$ cat src/rtl/fibPkg.sv
package fibPkg;

    ////////////////////////////////////////////////////////////////////////////
    // widths and sizes
    ////////////////////////////////////////////////////////////////////////////

    // one fibonacci term, same as the old 16 bit buses
    localparam int DataWidth = 16;

    // register file depth
    localparam int RegCount = 16;

    // register select width, log2 of RegCount
    localparam int RegAddrWidth = 4;

    // term count and term index, up to 31 terms
    localparam int CountWidth = 5;

    ////////////////////////////////////////////////////////////////////////////
    // encodings
    ////////////////////////////////////////////////////////////////////////////

    // alu functions kept from the old opcode set
    typedef enum logic [1:0] {
        opLoadZero,
        opLoadOne,
        opAdd
    } aluOpT;

    // sequencer states
    typedef enum logic [1:0] {
        stIdle,
        stLoadZero,
        stLoadOne,
        stAdd
    } seqStateT;

endpackage

$ cat src/rtl/fibCtrlIf.sv
`timescale 1ns/1ns

interface fibCtrlIf
    import fibPkg::*;
(
    input logic clk
);

    // read selects for alu operands
    logic [RegAddrWidth-1:0] readAddrA;
    logic [RegAddrWidth-1:0] readAddrB;

    // write select and strobe
    logic [RegAddrWidth-1:0] writeAddr;
    logic                    writeEn;

    // alu function, valid with writeEn
    aluOpT                   aluOp;

    // sequencer drives everything
    modport sequencer (
        input  clk,
        output readAddrA,
        output readAddrB,
        output writeAddr,
        output writeEn,
        output aluOp
    );

    // datapath only listens
    modport datapath (
        input clk,
        input readAddrA,
        input readAddrB,
        input writeAddr,
        input writeEn,
        input aluOp
    );

endinterface

$ cat src/rtl/fibAlu.sv
`timescale 1ns/1ns

module fibAlu
    import fibPkg::*;
(
    input  logic [DataWidth-1:0] opA,
    input  logic [DataWidth-1:0] opB,
    input  aluOpT                op,
    output logic [DataWidth-1:0] result,
    output logic                 carry
);

    // full width sum, top bit is the carry out
    logic [DataWidth:0] sum;

    assign sum = {1'b0, opA} + {1'b0, opB};

    ////////////////////////////////////////////////////////////////////////////
    // function select
    ////////////////////////////////////////////////////////////////////////////

    always_comb begin
        case (op)
            // seed terms
            opLoadZero: begin
                result = '0;
                carry  = 1'b0;
            end
            opLoadOne: begin
                result = DataWidth'(1);
                carry  = 1'b0;
            end
            // normal step
            opAdd: begin
                result = sum[DataWidth-1:0];
                carry  = sum[DataWidth];
            end
            // unused code
            default: begin
                result = '0;
                carry  = 1'b0;
            end
        endcase
    end

endmodule

$ cat src/rtl/fibCore.sv
`timescale 1ns/1ns

module fibCore
    import fibPkg::*;
(
    input  logic                  clk,
    input  logic                  rstN,
    input  logic                  start,
    input  logic [CountWidth-1:0] termCount,
    output logic                  busy,
    output logic                  termValid,
    output logic [CountWidth-1:0] termIndex,
    output logic [DataWidth-1:0]  termValue,
    output logic                  done,
    output logic                  overflow
);

    ////////////////////////////////////////////////////////////////////////////
    // internal links
    ////////////////////////////////////////////////////////////////////////////

    // sequencer to result port
    logic                 runStart;
    logic                 runDone;

    // datapath to result port
    logic                 termStrobe;
    logic [DataWidth-1:0] termData;
    logic                 termCarry;

    // selects, write enable and opcode
    fibCtrlIf ctrlBus (
        .clk (clk)
    );

    fibSequencer sequencer (
        .clk       (clk),
        .rstN      (rstN),
        .start     (start),
        .termCount (termCount),
        .busy      (busy),
        .runStart  (runStart),
        .runDone   (runDone),
        .ctrl      (ctrlBus.sequencer)
    );

    fibDatapath datapath (
        .clk        (clk),
        .rstN       (rstN),
        .ctrl       (ctrlBus.datapath),
        .termStrobe (termStrobe),
        .termData   (termData),
        .termCarry  (termCarry)
    );

    // registered term stream out
    resultPort results (
        .clk        (clk),
        .rstN       (rstN),
        .runStart   (runStart),
        .runDone    (runDone),
        .termStrobe (termStrobe),
        .termData   (termData),
        .termCarry  (termCarry),
        .termValid  (termValid),
        .termIndex  (termIndex),
        .termValue  (termValue),
        .done       (done),
        .overflow   (overflow)
    );

endmodule

$ cat src/rtl/fibDatapath.sv
`timescale 1ns/1ns

module fibDatapath
    import fibPkg::*;
(
    input  logic                 clk,
    input  logic                 rstN,
    fibCtrlIf.datapath           ctrl,
    output logic                 termStrobe,
    output logic [DataWidth-1:0] termData,
    output logic                 termCarry
);

    // operand buses
    logic [DataWidth-1:0] aBus;
    logic [DataWidth-1:0] bBus;

    // write bus, always the alu result
    logic [DataWidth-1:0] writeBus;
    logic                 aluCarry;

    regFile regs (
        .clk       (clk),
        .rstN      (rstN),
        .readAddrA (ctrl.readAddrA),
        .readAddrB (ctrl.readAddrB),
        .writeAddr (ctrl.writeAddr),
        .writeEn   (ctrl.writeEn),
        .writeData (writeBus),
        .readDataA (aBus),
        .readDataB (bBus)
    );

    // opcode picks the write source, no buffers needed
    fibAlu alu (
        .opA    (aBus),
        .opB    (bBus),
        .op     (ctrl.aluOp),
        .result (writeBus),
        .carry  (aluCarry)
    );

    // write bus goes out as the term stream
    assign termStrobe = ctrl.writeEn;
    assign termData   = writeBus;
    assign termCarry  = aluCarry;

endmodule

$ cat src/rtl/fibSequencer.sv
`timescale 1ns/1ns

module fibSequencer
    import fibPkg::*;
(
    input  logic                  clk,
    input  logic                  rstN,
    input  logic                  start,
    input  logic [CountWidth-1:0] termCount,
    output logic                  busy,
    output logic                  runStart,
    output logic                  runDone,
    fibCtrlIf.sequencer           ctrl
);

    seqStateT                state;
    seqStateT                nextState;

    // terms still to write, counting the current one
    logic [CountWidth-1:0]   remaining;

    // register being written this cycle, wraps at 16
    logic [RegAddrWidth-1:0] writePtr;

    logic                    accept;
    logic                    lastTerm;

    // only an idle sequencer takes a start, and a zero count is dropped
    assign accept   = (state == stIdle) && start && (termCount != '0);
    assign lastTerm = (remaining == CountWidth'(1));

    ////////////////////////////////////////////////////////////////////////////
    // state sequencing
    ////////////////////////////////////////////////////////////////////////////

    always_comb begin
        nextState = state;
        case (state)
            stIdle: begin
                if (accept) begin
                    nextState = stLoadZero;
                end
            end
            // count of one stops right here
            stLoadZero: nextState = lastTerm ? stIdle : stLoadOne;
            stLoadOne:  nextState = lastTerm ? stIdle : stAdd;
            stAdd:      nextState = lastTerm ? stIdle : stAdd;
            default:    nextState = stIdle;
        endcase
    end

    always_ff @(posedge clk) begin
        if (!rstN) begin
            state     <= stIdle;
            remaining <= '0;
            writePtr  <= '0;
            busy      <= 1'b0;
            runStart  <= 1'b0;
            runDone   <= 1'b0;
        end else begin
            state    <= nextState;
            // pulses by default
            runStart <= 1'b0;
            runDone  <= 1'b0;
            if (accept) begin
                remaining <= termCount;
                writePtr  <= '0;
                busy      <= 1'b1;
                runStart  <= 1'b1;
            end else if (state != stIdle) begin
                // one register written per cycle
                writePtr <= writePtr + RegAddrWidth'(1);
                if (lastTerm) begin
                    busy    <= 1'b0;
                    runDone <= 1'b1;
                end else begin
                    remaining <= remaining - CountWidth'(1);
                end
            end
        end
    end

    ////////////////////////////////////////////////////////////////////////////
    // control bus
    ////////////////////////////////////////////////////////////////////////////

    // term k comes from k-1 and k-2, wrap is free in 4 bits
    assign ctrl.writeAddr = writePtr;
    assign ctrl.readAddrA = writePtr - RegAddrWidth'(1);
    assign ctrl.readAddrB = writePtr - RegAddrWidth'(2);
    assign ctrl.writeEn   = (state != stIdle);

    always_comb begin
        case (state)
            stLoadZero: ctrl.aluOp = opLoadZero;
            stLoadOne:  ctrl.aluOp = opLoadOne;
            default:    ctrl.aluOp = opAdd;
        endcase
    end

endmodule

$ cat src/rtl/regFile.sv
`timescale 1ns/1ns

module regFile
    import fibPkg::*;
(
    input  logic                    clk,
    input  logic                    rstN,
    input  logic [RegAddrWidth-1:0] readAddrA,
    input  logic [RegAddrWidth-1:0] readAddrB,
    input  logic [RegAddrWidth-1:0] writeAddr,
    input  logic                    writeEn,
    input  logic [DataWidth-1:0]    writeData,
    output logic [DataWidth-1:0]    readDataA,
    output logic [DataWidth-1:0]    readDataB
);

    // storage
    logic [DataWidth-1:0] regs [RegCount];

    ////////////////////////////////////////////////////////////////////////////
    // write port
    ////////////////////////////////////////////////////////////////////////////

    // reset wipes every entry, like the old regReset line
    always_ff @(posedge clk) begin
        if (!rstN) begin
            for (int i = 0; i < RegCount; i++) begin
                regs[i] <= '0;
            end
        end else if (writeEn) begin
            regs[writeAddr] <= writeData;
        end
    end

    ////////////////////////////////////////////////////////////////////////////
    // read ports
    ////////////////////////////////////////////////////////////////////////////

    // combinational, old contents during a write to the same entry
    assign readDataA = regs[readAddrA];
    assign readDataB = regs[readAddrB];

endmodule

$ cat src/rtl/resultPort.sv
`timescale 1ns/1ns

module resultPort
    import fibPkg::*;
(
    input  logic                  clk,
    input  logic                  rstN,
    input  logic                  runStart,
    input  logic                  runDone,
    input  logic                  termStrobe,
    input  logic [DataWidth-1:0]  termData,
    input  logic                  termCarry,
    output logic                  termValid,
    output logic [CountWidth-1:0] termIndex,
    output logic [DataWidth-1:0]  termValue,
    output logic                  done,
    output logic                  overflow
);

    // capture stage, lines up with the register write
    logic                  strobeQ;
    logic                  carryQ;
    logic [DataWidth-1:0]  dataQ;

    // index of the next term to go out
    logic [CountWidth-1:0] indexCnt;

    ////////////////////////////////////////////////////////////////////////////
    // capture
    ////////////////////////////////////////////////////////////////////////////

    always_ff @(posedge clk) begin
        if (!rstN) begin
            strobeQ <= 1'b0;
            carryQ  <= 1'b0;
        end else begin
            strobeQ <= termStrobe;
            carryQ  <= termStrobe & termCarry;
        end
    end

    always_ff @(posedge clk) begin
        if (termStrobe) begin
            dataQ <= termData;
        end
    end

    ////////////////////////////////////////////////////////////////////////////
    // output stage
    ////////////////////////////////////////////////////////////////////////////

    always_ff @(posedge clk) begin
        if (!rstN) begin
            termValid <= 1'b0;
            termIndex <= '0;
            indexCnt  <= '0;
            done      <= 1'b0;
            overflow  <= 1'b0;
        end else begin
            termValid <= strobeQ;
            // runDone comes one cycle after the last write, so this meets the last term
            done      <= runDone;
            if (strobeQ) begin
                termIndex <= indexCnt;
            end
            // new run restarts the index
            if (runStart) begin
                indexCnt <= '0;
            end else if (strobeQ) begin
                indexCnt <= indexCnt + CountWidth'(1);
            end
            // sticky carry, acts as the flag register
            if (runStart) begin
                overflow <= 1'b0;
            end else if (carryQ) begin
                overflow <= 1'b1;
            end
        end
    end

    always_ff @(posedge clk) begin
        if (strobeQ) begin
            termValue <= dataQ;
        end
    end

endmodule

$ cat config.mk
export PLATFORM = sky130hd
export DESIGN_NAME = fibCore
export DESIGN_NICKNAME = d
export VERILOG_FILES = /design/src/rtl/fibPkg.sv /design/src/rtl/fibCtrlIf.sv /design/src/rtl/fibAlu.sv /design/src/rtl/fibCore.sv /design/src/rtl/fibDatapath.sv /design/src/rtl/fibSequencer.sv /design/src/rtl/regFile.sv /design/src/rtl/resultPort.sv
export SDC_FILE = /design/constraint.sdc
export NUM_CORES = 1
export LEC_CHECK = 0
export ABC_AREA = 1
export BUFFER_PORTS_ARGS = -buffer_cell sky130_fd_sc_hd__clkbuf_2
export CAP_MARGIN = 0
export CORE_ASPECT_RATIO = 1.4
export CORE_MARGIN = 1.5
export CORE_UTILIZATION = 35
export DETAILED_ROUTE_END_ITERATION = 8
export GPL_TIMING_DRIVEN = 1
export SLEW_MARGIN = 10
export SYNTH_ARGS = -nofsm -noshare
export SYNTH_HDL_FRONTEND = slang
export SYNTH_SLANG_ARGS = --single-unit
$ cat constraint.sdc
create_clock -name clk -period 3.8 [get_ports clk]
set_input_delay 0.57 -clock clk [delete_from_list [all_inputs] [get_ports clk]]
set_output_delay 0.57 -clock clk [all_outputs]
set_load 0.01 [all_outputs]
# Yosys cells after proc, flatten, opt, wreduce, memory -nomap -nowiden
# Memory sizes are Yosys's and may differ from the RTL's.
# Index checks and enable logic that the tools add are counted.
# W data, S select, Z words.
# word_totals
memories	1
regBits	61
input_bits	8
mem_bits_rw	256
out_inout_bits	25
# op_classes
mux	22
add_sub_neg	6
n_eq_ne	8
bitwise	3
n_reduce_logical	14
# mem_list
name	words	width	read_ports	rd_ports_with_merged_regs	write_ports	line_no	text
datapath.regs.regs	16	16	2	0	16	regFile.sv:18	logic [DataWidth-1:0] regs [RegCount];
# ops
op	n
$pmux W16 S2	1
$add A16 B16 Y17	1
$mux W16	1
$reduce_or A16 Y1	1
$mux W5	3
$mux W1	11
$eq A2 B2 Y1 const B	3
$mux W2	3
$pmux W2 S3	1
$reduce_bool A2 Y1	3
$reduce_or A2 Y1	3
$add A5 B1 Y5 const B	1
$eq A5 B1 Y1 const B	1
$reduce_bool A5 Y1	1
$sub A5 B1 Y5 const B	1
$add A4 B1 Y4 const B	1
$eq A2 B1 Y1 const B	2
$mux W4	1
$ne A2 B1 Y1 const B	2
$pmux W2 S2	1
$reduce_and A2 Y1	2
$sub A4 B1 Y4 const B	1
$sub A4 B2 Y4 const B	1
$reduce_or A3 Y1	1
other kinds (4)	6

# Depth between registers and ports, before layout
# Gate-level depths: netlist (run 1).
# logic_depth
depth_word	6
ltp_mapped	25

# Modules after synthesis
# A second synthesis (run 1) with hierarchy kept.
# unflattened
hier_cells	2422
area_unflattened_um2	18504.0
# by_module_without_submodules
mod	area_per_inst_um2	cells_per_inst	n_inst
regFile	14848.0	1967	1
resultPort	1511.4	101	1
fibAlu	1101.1	208	1
fibSequencer	1036.0	145	1
fibDatapath	7.5	1	1

# Worst setup path before layout (run 1)
# Ideal clock, no wire load.
# synth_timing
path_type	reg-to-reg
start	register sequencer.writePtr[1], in the netlist sequencer.ctrl.writeAddr[1]
end	memory datapath.regs.regs[12][12] (data pin)
t_required_ns	3.534
path_buffers	5
stages_incl_launch_ff	25
arrival_time_ns	3.632
slack_ns	-0.098
cell_sequence	dfxtp_1 > buf_2 > clkbuf_1 > inv_1 > ha_1 > clkbuf_1 > inv_1 > buf_1 > a31oi_1 > o21ai_0 > nand3_1 > nand2_1 > inv_1 > ha_1 > inv_1 > fa_1 > inv_1 > nand3_1 > nand3_1 > nand3_1 > nand3_1 > nand2_1 > nand3_1 > buf_2 > nor2_1
# synth_lines
item	line_no	text
from (decl)	fibSequencer.sv:23	logic [RegAddrWidth-1:0] writePtr;
from (signal assigned)	fibSequencer.sv:72	writePtr <= writePtr + RegAddrWidth'(1);
to (decl)	regFile.sv:18	

==> results of run 1 <==
## worst max-delay path, cell delays in order (launching register included)
cell     delay, ps
dfxtp_4        350
inv_1          210
ha_4           250
buf_4          240
a31oi_1        170
o21ai_0        110
nand3_1        100
nand2_1         50
inv_1           50
ha_2           240
inv_1           80
fa_1           440
inv_1          110
nand3_1         70
nand3_1        130
a21oi_1        100
nor2_1         170
nor2_4          80
inv_1          100
buf_12         160
nor2_1          50
## path summary, 6_finish.rpt
path	endpoint
hold / removal	sequencer.remaining[0]$_SDFFE_PN0P_
hold reg to reg	results.termValue[8]$_DFFE_PP_
setup reg to reg	datapath.regs.regs[14][8]$_SDFFCE_PN0P_
setup / recovery	datapath.regs.regs[14][8]$_SDFFCE_PN0P_
## sequential cells by signal (all words and copies together) (netlist names), 2 cells and up
register	cells
sequencer.remaining	5
results.termIndex	5
results.dataQ	16
sequencer.ctrl.writeAddr	4
datapath.regs.regs	256
sequencer.state	2
results.termValue	16
results.indexCnt	5
## where the power goes
part / internal, mW / switching (mW)
registers: 4.35 / 0.171
logic: 3.73 / 7.19
clock network: 2.06 / 1.37
total: 10.1 / 8.74
## cell families (layout without fill, tap and decap cells)
family          count (synthesis)  count (layout)  share of synthesized area
simple gates                 1012            1012                      0.236
compound gates                395             395                      0.126
xor+xnor                        5               5                    0.00340
fa+ha+maj                      32              32                     0.0236
flops                         317             317                      0.533
buf+inv                       329             362                     0.0777
## cell usage after synthesis, types with 2 or more instances
library cell,n
nor2_1,431
nand2_1,425
edfxtp_1,288
inv_1,181
a21oi_1,153
nand3_1,119
a31oi_1,98
o21ai_0,90
buf_2,79
clkbuf_1,45
o211ai_1,32
ha_1,31
dfxtp_1,29
o21ai_1,18
buf_1,15
nand2_2,12
inv_2,6
nand3_2,6
nor3_1,6
nor2_4,4
a211oi_1,2
and2_1,2
nor2_2,2
or2_2,2
xor2_1,2
## placed cells by master, fill, tap and decap left out, drive strengths merged, types with 3 or more instances in the layout
cell | synthesis | final
a21oi | 153 | 153
a31oi | 98 | 98
buf | 96 | 84
bufinv | 0 | 6
clkbuf | 45 | 71
clkinv | 1 | 10
dfxtp | 29 | 29
edfxtp | 288 | 288
ha | 31 | 31
inv | 187 | 190
nand2 | 437 | 437
nand3 | 125 | 125
nor2 | 437 | 437
nor3 | 6 | 6
o211ai | 32 | 32
o21ai | 108 | 108
xor2 | 3 | 3
## layer usage
layer  up-vias  part of all wire  GRT usage
li1       6989                 -          -
met1      7178              0.37      0.264
met2       618              0.50      0.393
met3       161             0.069     0.0274
met4         0             0.056      0.116
met5         -                 0          0
## final cells by class
class	instances	area share
clock buffers	39	0.0449
clock inverters	19	0.0131
repair buffers	116	0.0561
flip-flops and latches	317	0.467
inverters	188	0.0359
multi-input cells	1444	0.343
well taps	637	0.0403
## repair_timing
item                                    4_1_cts  5_1_grt
hold buffers                                  0        0
gates resized for setup                       0        6
buffers inserted                              0        3
endpoints found under the setup margin        0      106
hold endpoints to repair                      0        0
==> reports/results.ini, run 1 <==
[place]
hpwl_microns = 37000
dp_cells = 2699
place_area_sq_um = 18600
port_buffers = 32
place_ws_ps = 94.4
gp_congestion = 0.900

[global_route]
grt_usage = 0.223
grt_pass1_wl_microns = 84600
antenna_found_initial = 0
grt_start_max_net_pins = 133
first_global_vias = 14200
grt_overflow = 0

[logic_synthesis]
synth-seq-area-share = 0.533
syn_area_per_cell_sq_um = 8.28
synth_edf_count = 288
synthFlopType = edfxtp_1
syn-num-nets = 2130
synthDistinctLibCells = 37
yosysTopAreaCell = edfxtp_1
ys_async_sr_fraction = 0
syn_inst = 2090
yosys_warnings = 0
yosysTopAreaCellShare = 0.500
synthTopCellsByArea = edfxtp_1 (50%), nor2_1 (9.3%), nand2_1 (9.2%)
ys_ff_latch = 317
syn_area_sq_um = 17300

[min_path]
hold_depth = 3
hp-class = primary input to flip-flop
hold_path.startpoint = termCount[0]

[worst_setup_path]
r2r-start = sequencer.ctrl.writeAddr[1]$_SDFFE_PP0P_
path_max_fanout = 21
rr_worst_depth = 20
r2r_setup_slack_ps = 250
critPathRequiredTime_ps = 4110
cp.arrival_ps = 3860
critPathLaunch = sequencer.ctrl.writeAddr[1]$_SDFFE_PP0P_
start_kind = flip-flop
worst-setup-path-type = flip-flop to flip-flop
critical_path.endpoint_type = flip-flop

[job]
drv_cap = 0

[drt]
detail-route-antenna-nets = 0
drt_iter0_markers = 1470
vias = 14900
drt-pass1-iter-count = 6
wl_per_cell_microns = 20.6
drc = 0
viasPerCell = 5.42
wl_microns = 56900

[die]
die_h_microns = 266
initial_utilization = 0.354
ios = 33
core_area_sq_um = 48900
die_w_microns = 191
rows = 96
die_area_sq_um = 50800

[finish]
fin_util = 0.405
layout.nets = 2138
n_fill_cell = 4793
finalNonFillerCells = 2760
seq_area_sq_um = 9240
antenna_cells = 0
multi_input_area_sq_um = 6790
drive_gt1_frac = 0.0999
area_growth_pct = 14.3
stdcell_area_sq_um = 19800

[clock_network]
cts_tree = built
clock_path_buffers = 3
ctsHtreeMaxLevel = 1
cts.sinks = 317
clk_latency_ps = 590
root_buffer = clkbuf_16
clk_pin_slew_ps = 60
cts_buffers = 31

[timing]
fin_crit_ps = 3550
drv_slew = 0
max_freq_ghz = 0.282
tightestPinTransition_ps = 1030
setup_violations = 0
setup_slack_ps = 250
rsz0062_at_grt = false
finClkSkew_ps = 24.3
hold_viol = 0
holdWs_ps = 206
timing.final.crit_share = 0.934
setup_tns_ps = 0
slew_headroom = 0.314

[power_and_ir_drop]
powerDensity_nw_per_um2 = 954
ir_worst_vdd_v = 0.000725
leakagePower_nw = 7.88
power.total_mw = 18.9

[status]
run_status = complete, no violations

(Power assumes the default switching activity.)
==> run 2, diff against run 1 <==
--- a/config.mk
+++ b/config.mk
@@ -9,7 +9,7 @@
 export BUFFER_PORTS_ARGS = -buffer_cell sky130_fd_sc_hd__clkbuf_2
 export CAP_MARGIN = 0
 export CORE_ASPECT_RATIO = 1.4
-export CORE_MARGIN = 1.5
+export CORE_MARGIN = 2
 export CORE_UTILIZATION = 35
 export DETAILED_ROUTE_END_ITERATION = 8
 export GPL_TIMING_DRIVEN = 1
==> reports/results.ini, run 2 (same netlist as run 1, synthesis figures left out) <==
[status]
run_status = complete, no violations

[global_route]
grt_start_max_net_pins = 133
grt_usage = 0.222
grt_pass1_wl_microns = 84800
grt_overflow = 0
first_global_vias = 14400
antenna_found_initial = 1

[power_and_ir_drop]
ir_worst_vdd_v = 0.000634
power.total_mw = 18.3
leakagePower_nw = 7.88
powerDensity_nw_per_um2 = 925

[finish]
largest_reg_flops = 256
finalNonFillerCells = 2775
mostFrequentLayoutCells = nor2_1 (430), nand2_1 (425), edfxtp_1 (288), inv_1 (180), a21oi_1 (153)
area_growth_pct = 14.5
antenna_cells = 0
largestRegisters = datapath.regs.regs x256, results.dataQ x16, results.termValue x16
layout.nets = 2156
layout_commonest_cell = nor2_1
regMostFlops = datapath.regs.regs
drive_gt1_frac = 0.101

[timing]
finClkSkew_ps = 24.2
rsz0062_at_grt = false
timing.final.crit_share = 0.944
drv_slew = 0
slew_headroom = 0.388
max_freq_ghz = 0.279
fin_crit_ps = 3590
holdWs_ps = 251
tightestPinTransition_ps = 915
setup_violations = 0
setup_slack_ps = 213
hold_viol = 0

[worst_setup_path]
cpMaxStageDelayCell = ha_1
r2r-start = sequencer.ctrl.writeAddr[0]$_SDFFE_PP0P_
crit_path_frequent_cell = nand2_1
critPathMaxStageDelay_ps = 390
critPathRequiredTime_ps = 4060
cp.arrival_ps = 3850
rr_worst_depth = 19
worst-setup-path-type = flip-flop to flip-flop
crit_path_cell_trace = inv_6 -> buf_12 -> buf_12 -> buf_4 -> a21oi_1 -> o211ai_1 -> nand3_1 -> nand2_1 -> inv_1 -> ha_1 -> nand2_1 -> inv_1 -> a21oi_1 -> nand2_1 -> nand2_1 -> nand3_1 -> nand3_2 -> buf_4 -> nor2_1
critical_path.endpoint_type = flip-flop
r2r-end = datapath.regs.regs[12][15]$_SDFFCE_PN0P_
path_max_fanout = 77
r2r_setup_slack_ps = 210
start_kind = flip-flop

[clock_network]
root_buffer = clkbuf_16
cts_tree = built
cts.sinks = 317
clk_latency_ps = 550
cts_buffers = 34
clock_path_buffers = 3
ctsHtreeMaxLevel = 2
clk_pin_slew_ps = 60

[drt]
drc = 0
drt_iter0_markers = 1734
drt-pass1-iter-count = 6
wl_per_cell_microns = 20.4
detail-route-antenna-nets = 0
vias = 15000
viasPerCell = 5.40
wl_microns = 56700

[die]
rows = 96
die_area_sq_um = 51300
core_area_sq_um = 48900
die_h_microns = 267
die_w_microns = 192
ios = 33
initial_utilization = 0.354

[min_path]
hold_depth = 3
hold_path.startpoint = termCount[0]
hp-class = primary input to flip-flop
min_to = sequencer.remaining[0]$_SDFFE_PN0P_

[place]
gp_congestion = 0.933
place_ws_ps = -2.04
port_buffers = 32
hpwl_microns = 36400
dp_cells = 2714

[job]
drv_cap = 0

run 2: cell count changes in the layout (fill, tap and decap cells not counted), moves of 2 or more:
cell	before	now
clkbuf_16	33	35
inv_4	2	0
buf_12	25	29
clkinv_1	3	11
buf_4	57	69
clkbuf_8	4	0
clkinv_2	5	2
bufinv_16	6	1
clkbuf_1	2	5
clkinv_8	0	2
run 2: worst max-delay path: cells and delay by family (launching register included):
kind / cells / cell delay, ps
and+or+nand+nor: 8 / 870
adders and majority gates: 1 / 390
DFF: 1 / 380
AOI/OAI and AO/OA: 3 / 400
buffers and inverters: 7 / 1220
run 2: report_power, final:
part | switching [mW] | leakage (nW) | internal [mW] | total [mW]
combinational | 6.96 | 4.20 | 3.67 | 10.6
clock | 1.41 | 0.493 | 1.75 | 3.16
sequential | 0.196 | 3.18 | 4.36 | 4.55
total | 8.56 | 7.88 | 9.78 | 18.3
run 2: metrics by stage:
stage | setup TNS (ps) | cell area (sq um) | utilization
floorplan | 0 | 17300 | -
global placement | 0 | 18700 | 0.383
detailed placement | -2.04 | 18700 | 0.383
CTS | 0 | 19800 | 0.404
global route | 0 | 19800 | 0.406
finish | 0 | 19800 | 0.406
run 2: how the worst max path moves through the flow:
stage | startpoint | to
after floorplan | sequencer.ctrl.writeAddr[1]$_SDFFE_PP0P_ | datapath.regs.regs[12][12]$_SDFFCE_PN0P_
after global placement | sequencer.ctrl.writeAddr[1]$_SDFFE_PP0P_ | datapath.regs.regs[14][10]$_SDFFCE_PN0P_
after detailed placement | sequencer.ctrl.writeAddr[1]$_SDFFE_PP0P_ | datapath.regs.regs[5][10]$_SDFFCE_PN0P_
after CTS | sequencer.ctrl.writeAddr[1]$_SDFFE_PP0P_ | datapath.regs.regs[5][10]$_SDFFCE_PN0P_
after global routing | sequencer.ctrl.writeAddr[0]$_SDFFE_PP0P_ | datapath.regs.regs[12][15]$_SDFFCE_PN0P_
final | sequencer.ctrl.writeAddr[0]$_SDFFE_PP0P_ | datapath.regs.regs[12][15]$_SDFFCE_PN0P_
run 2: final cells by class:
type	instances	area, sq um
Clock buffer	40	895
Clock inverter	18	131
Fill cell	4784	29100
Inverter	188	711
Multi-Input combinational cell	1444	6790
Sequential cell	317	9240
Tap cell	637	797
Timing Repair Buffer	131	1270
run 2: routing by layer:
| layer | global-route usage | routed length [microns] | vias up |
|---|---|---|---|
| met5 | 0 | 0 | - |
| met4 | 0.137 | 3670 | 0 |
| met3 | 0.0280 | 3620 | 185 |
| met2 | 0.397 | 28600 | 683 |
| met1 | 0.249 | 20900 | 7086 |
| li1 | - | - | 7027 |
run 2: what timing repair did:
item,in CTS,in global routing
setup endpoints to repair,0,169
gates resized for setup,0,7
hold buffers,0,0
endpoints found under the hold margin,0,0
setup buffers,0,3
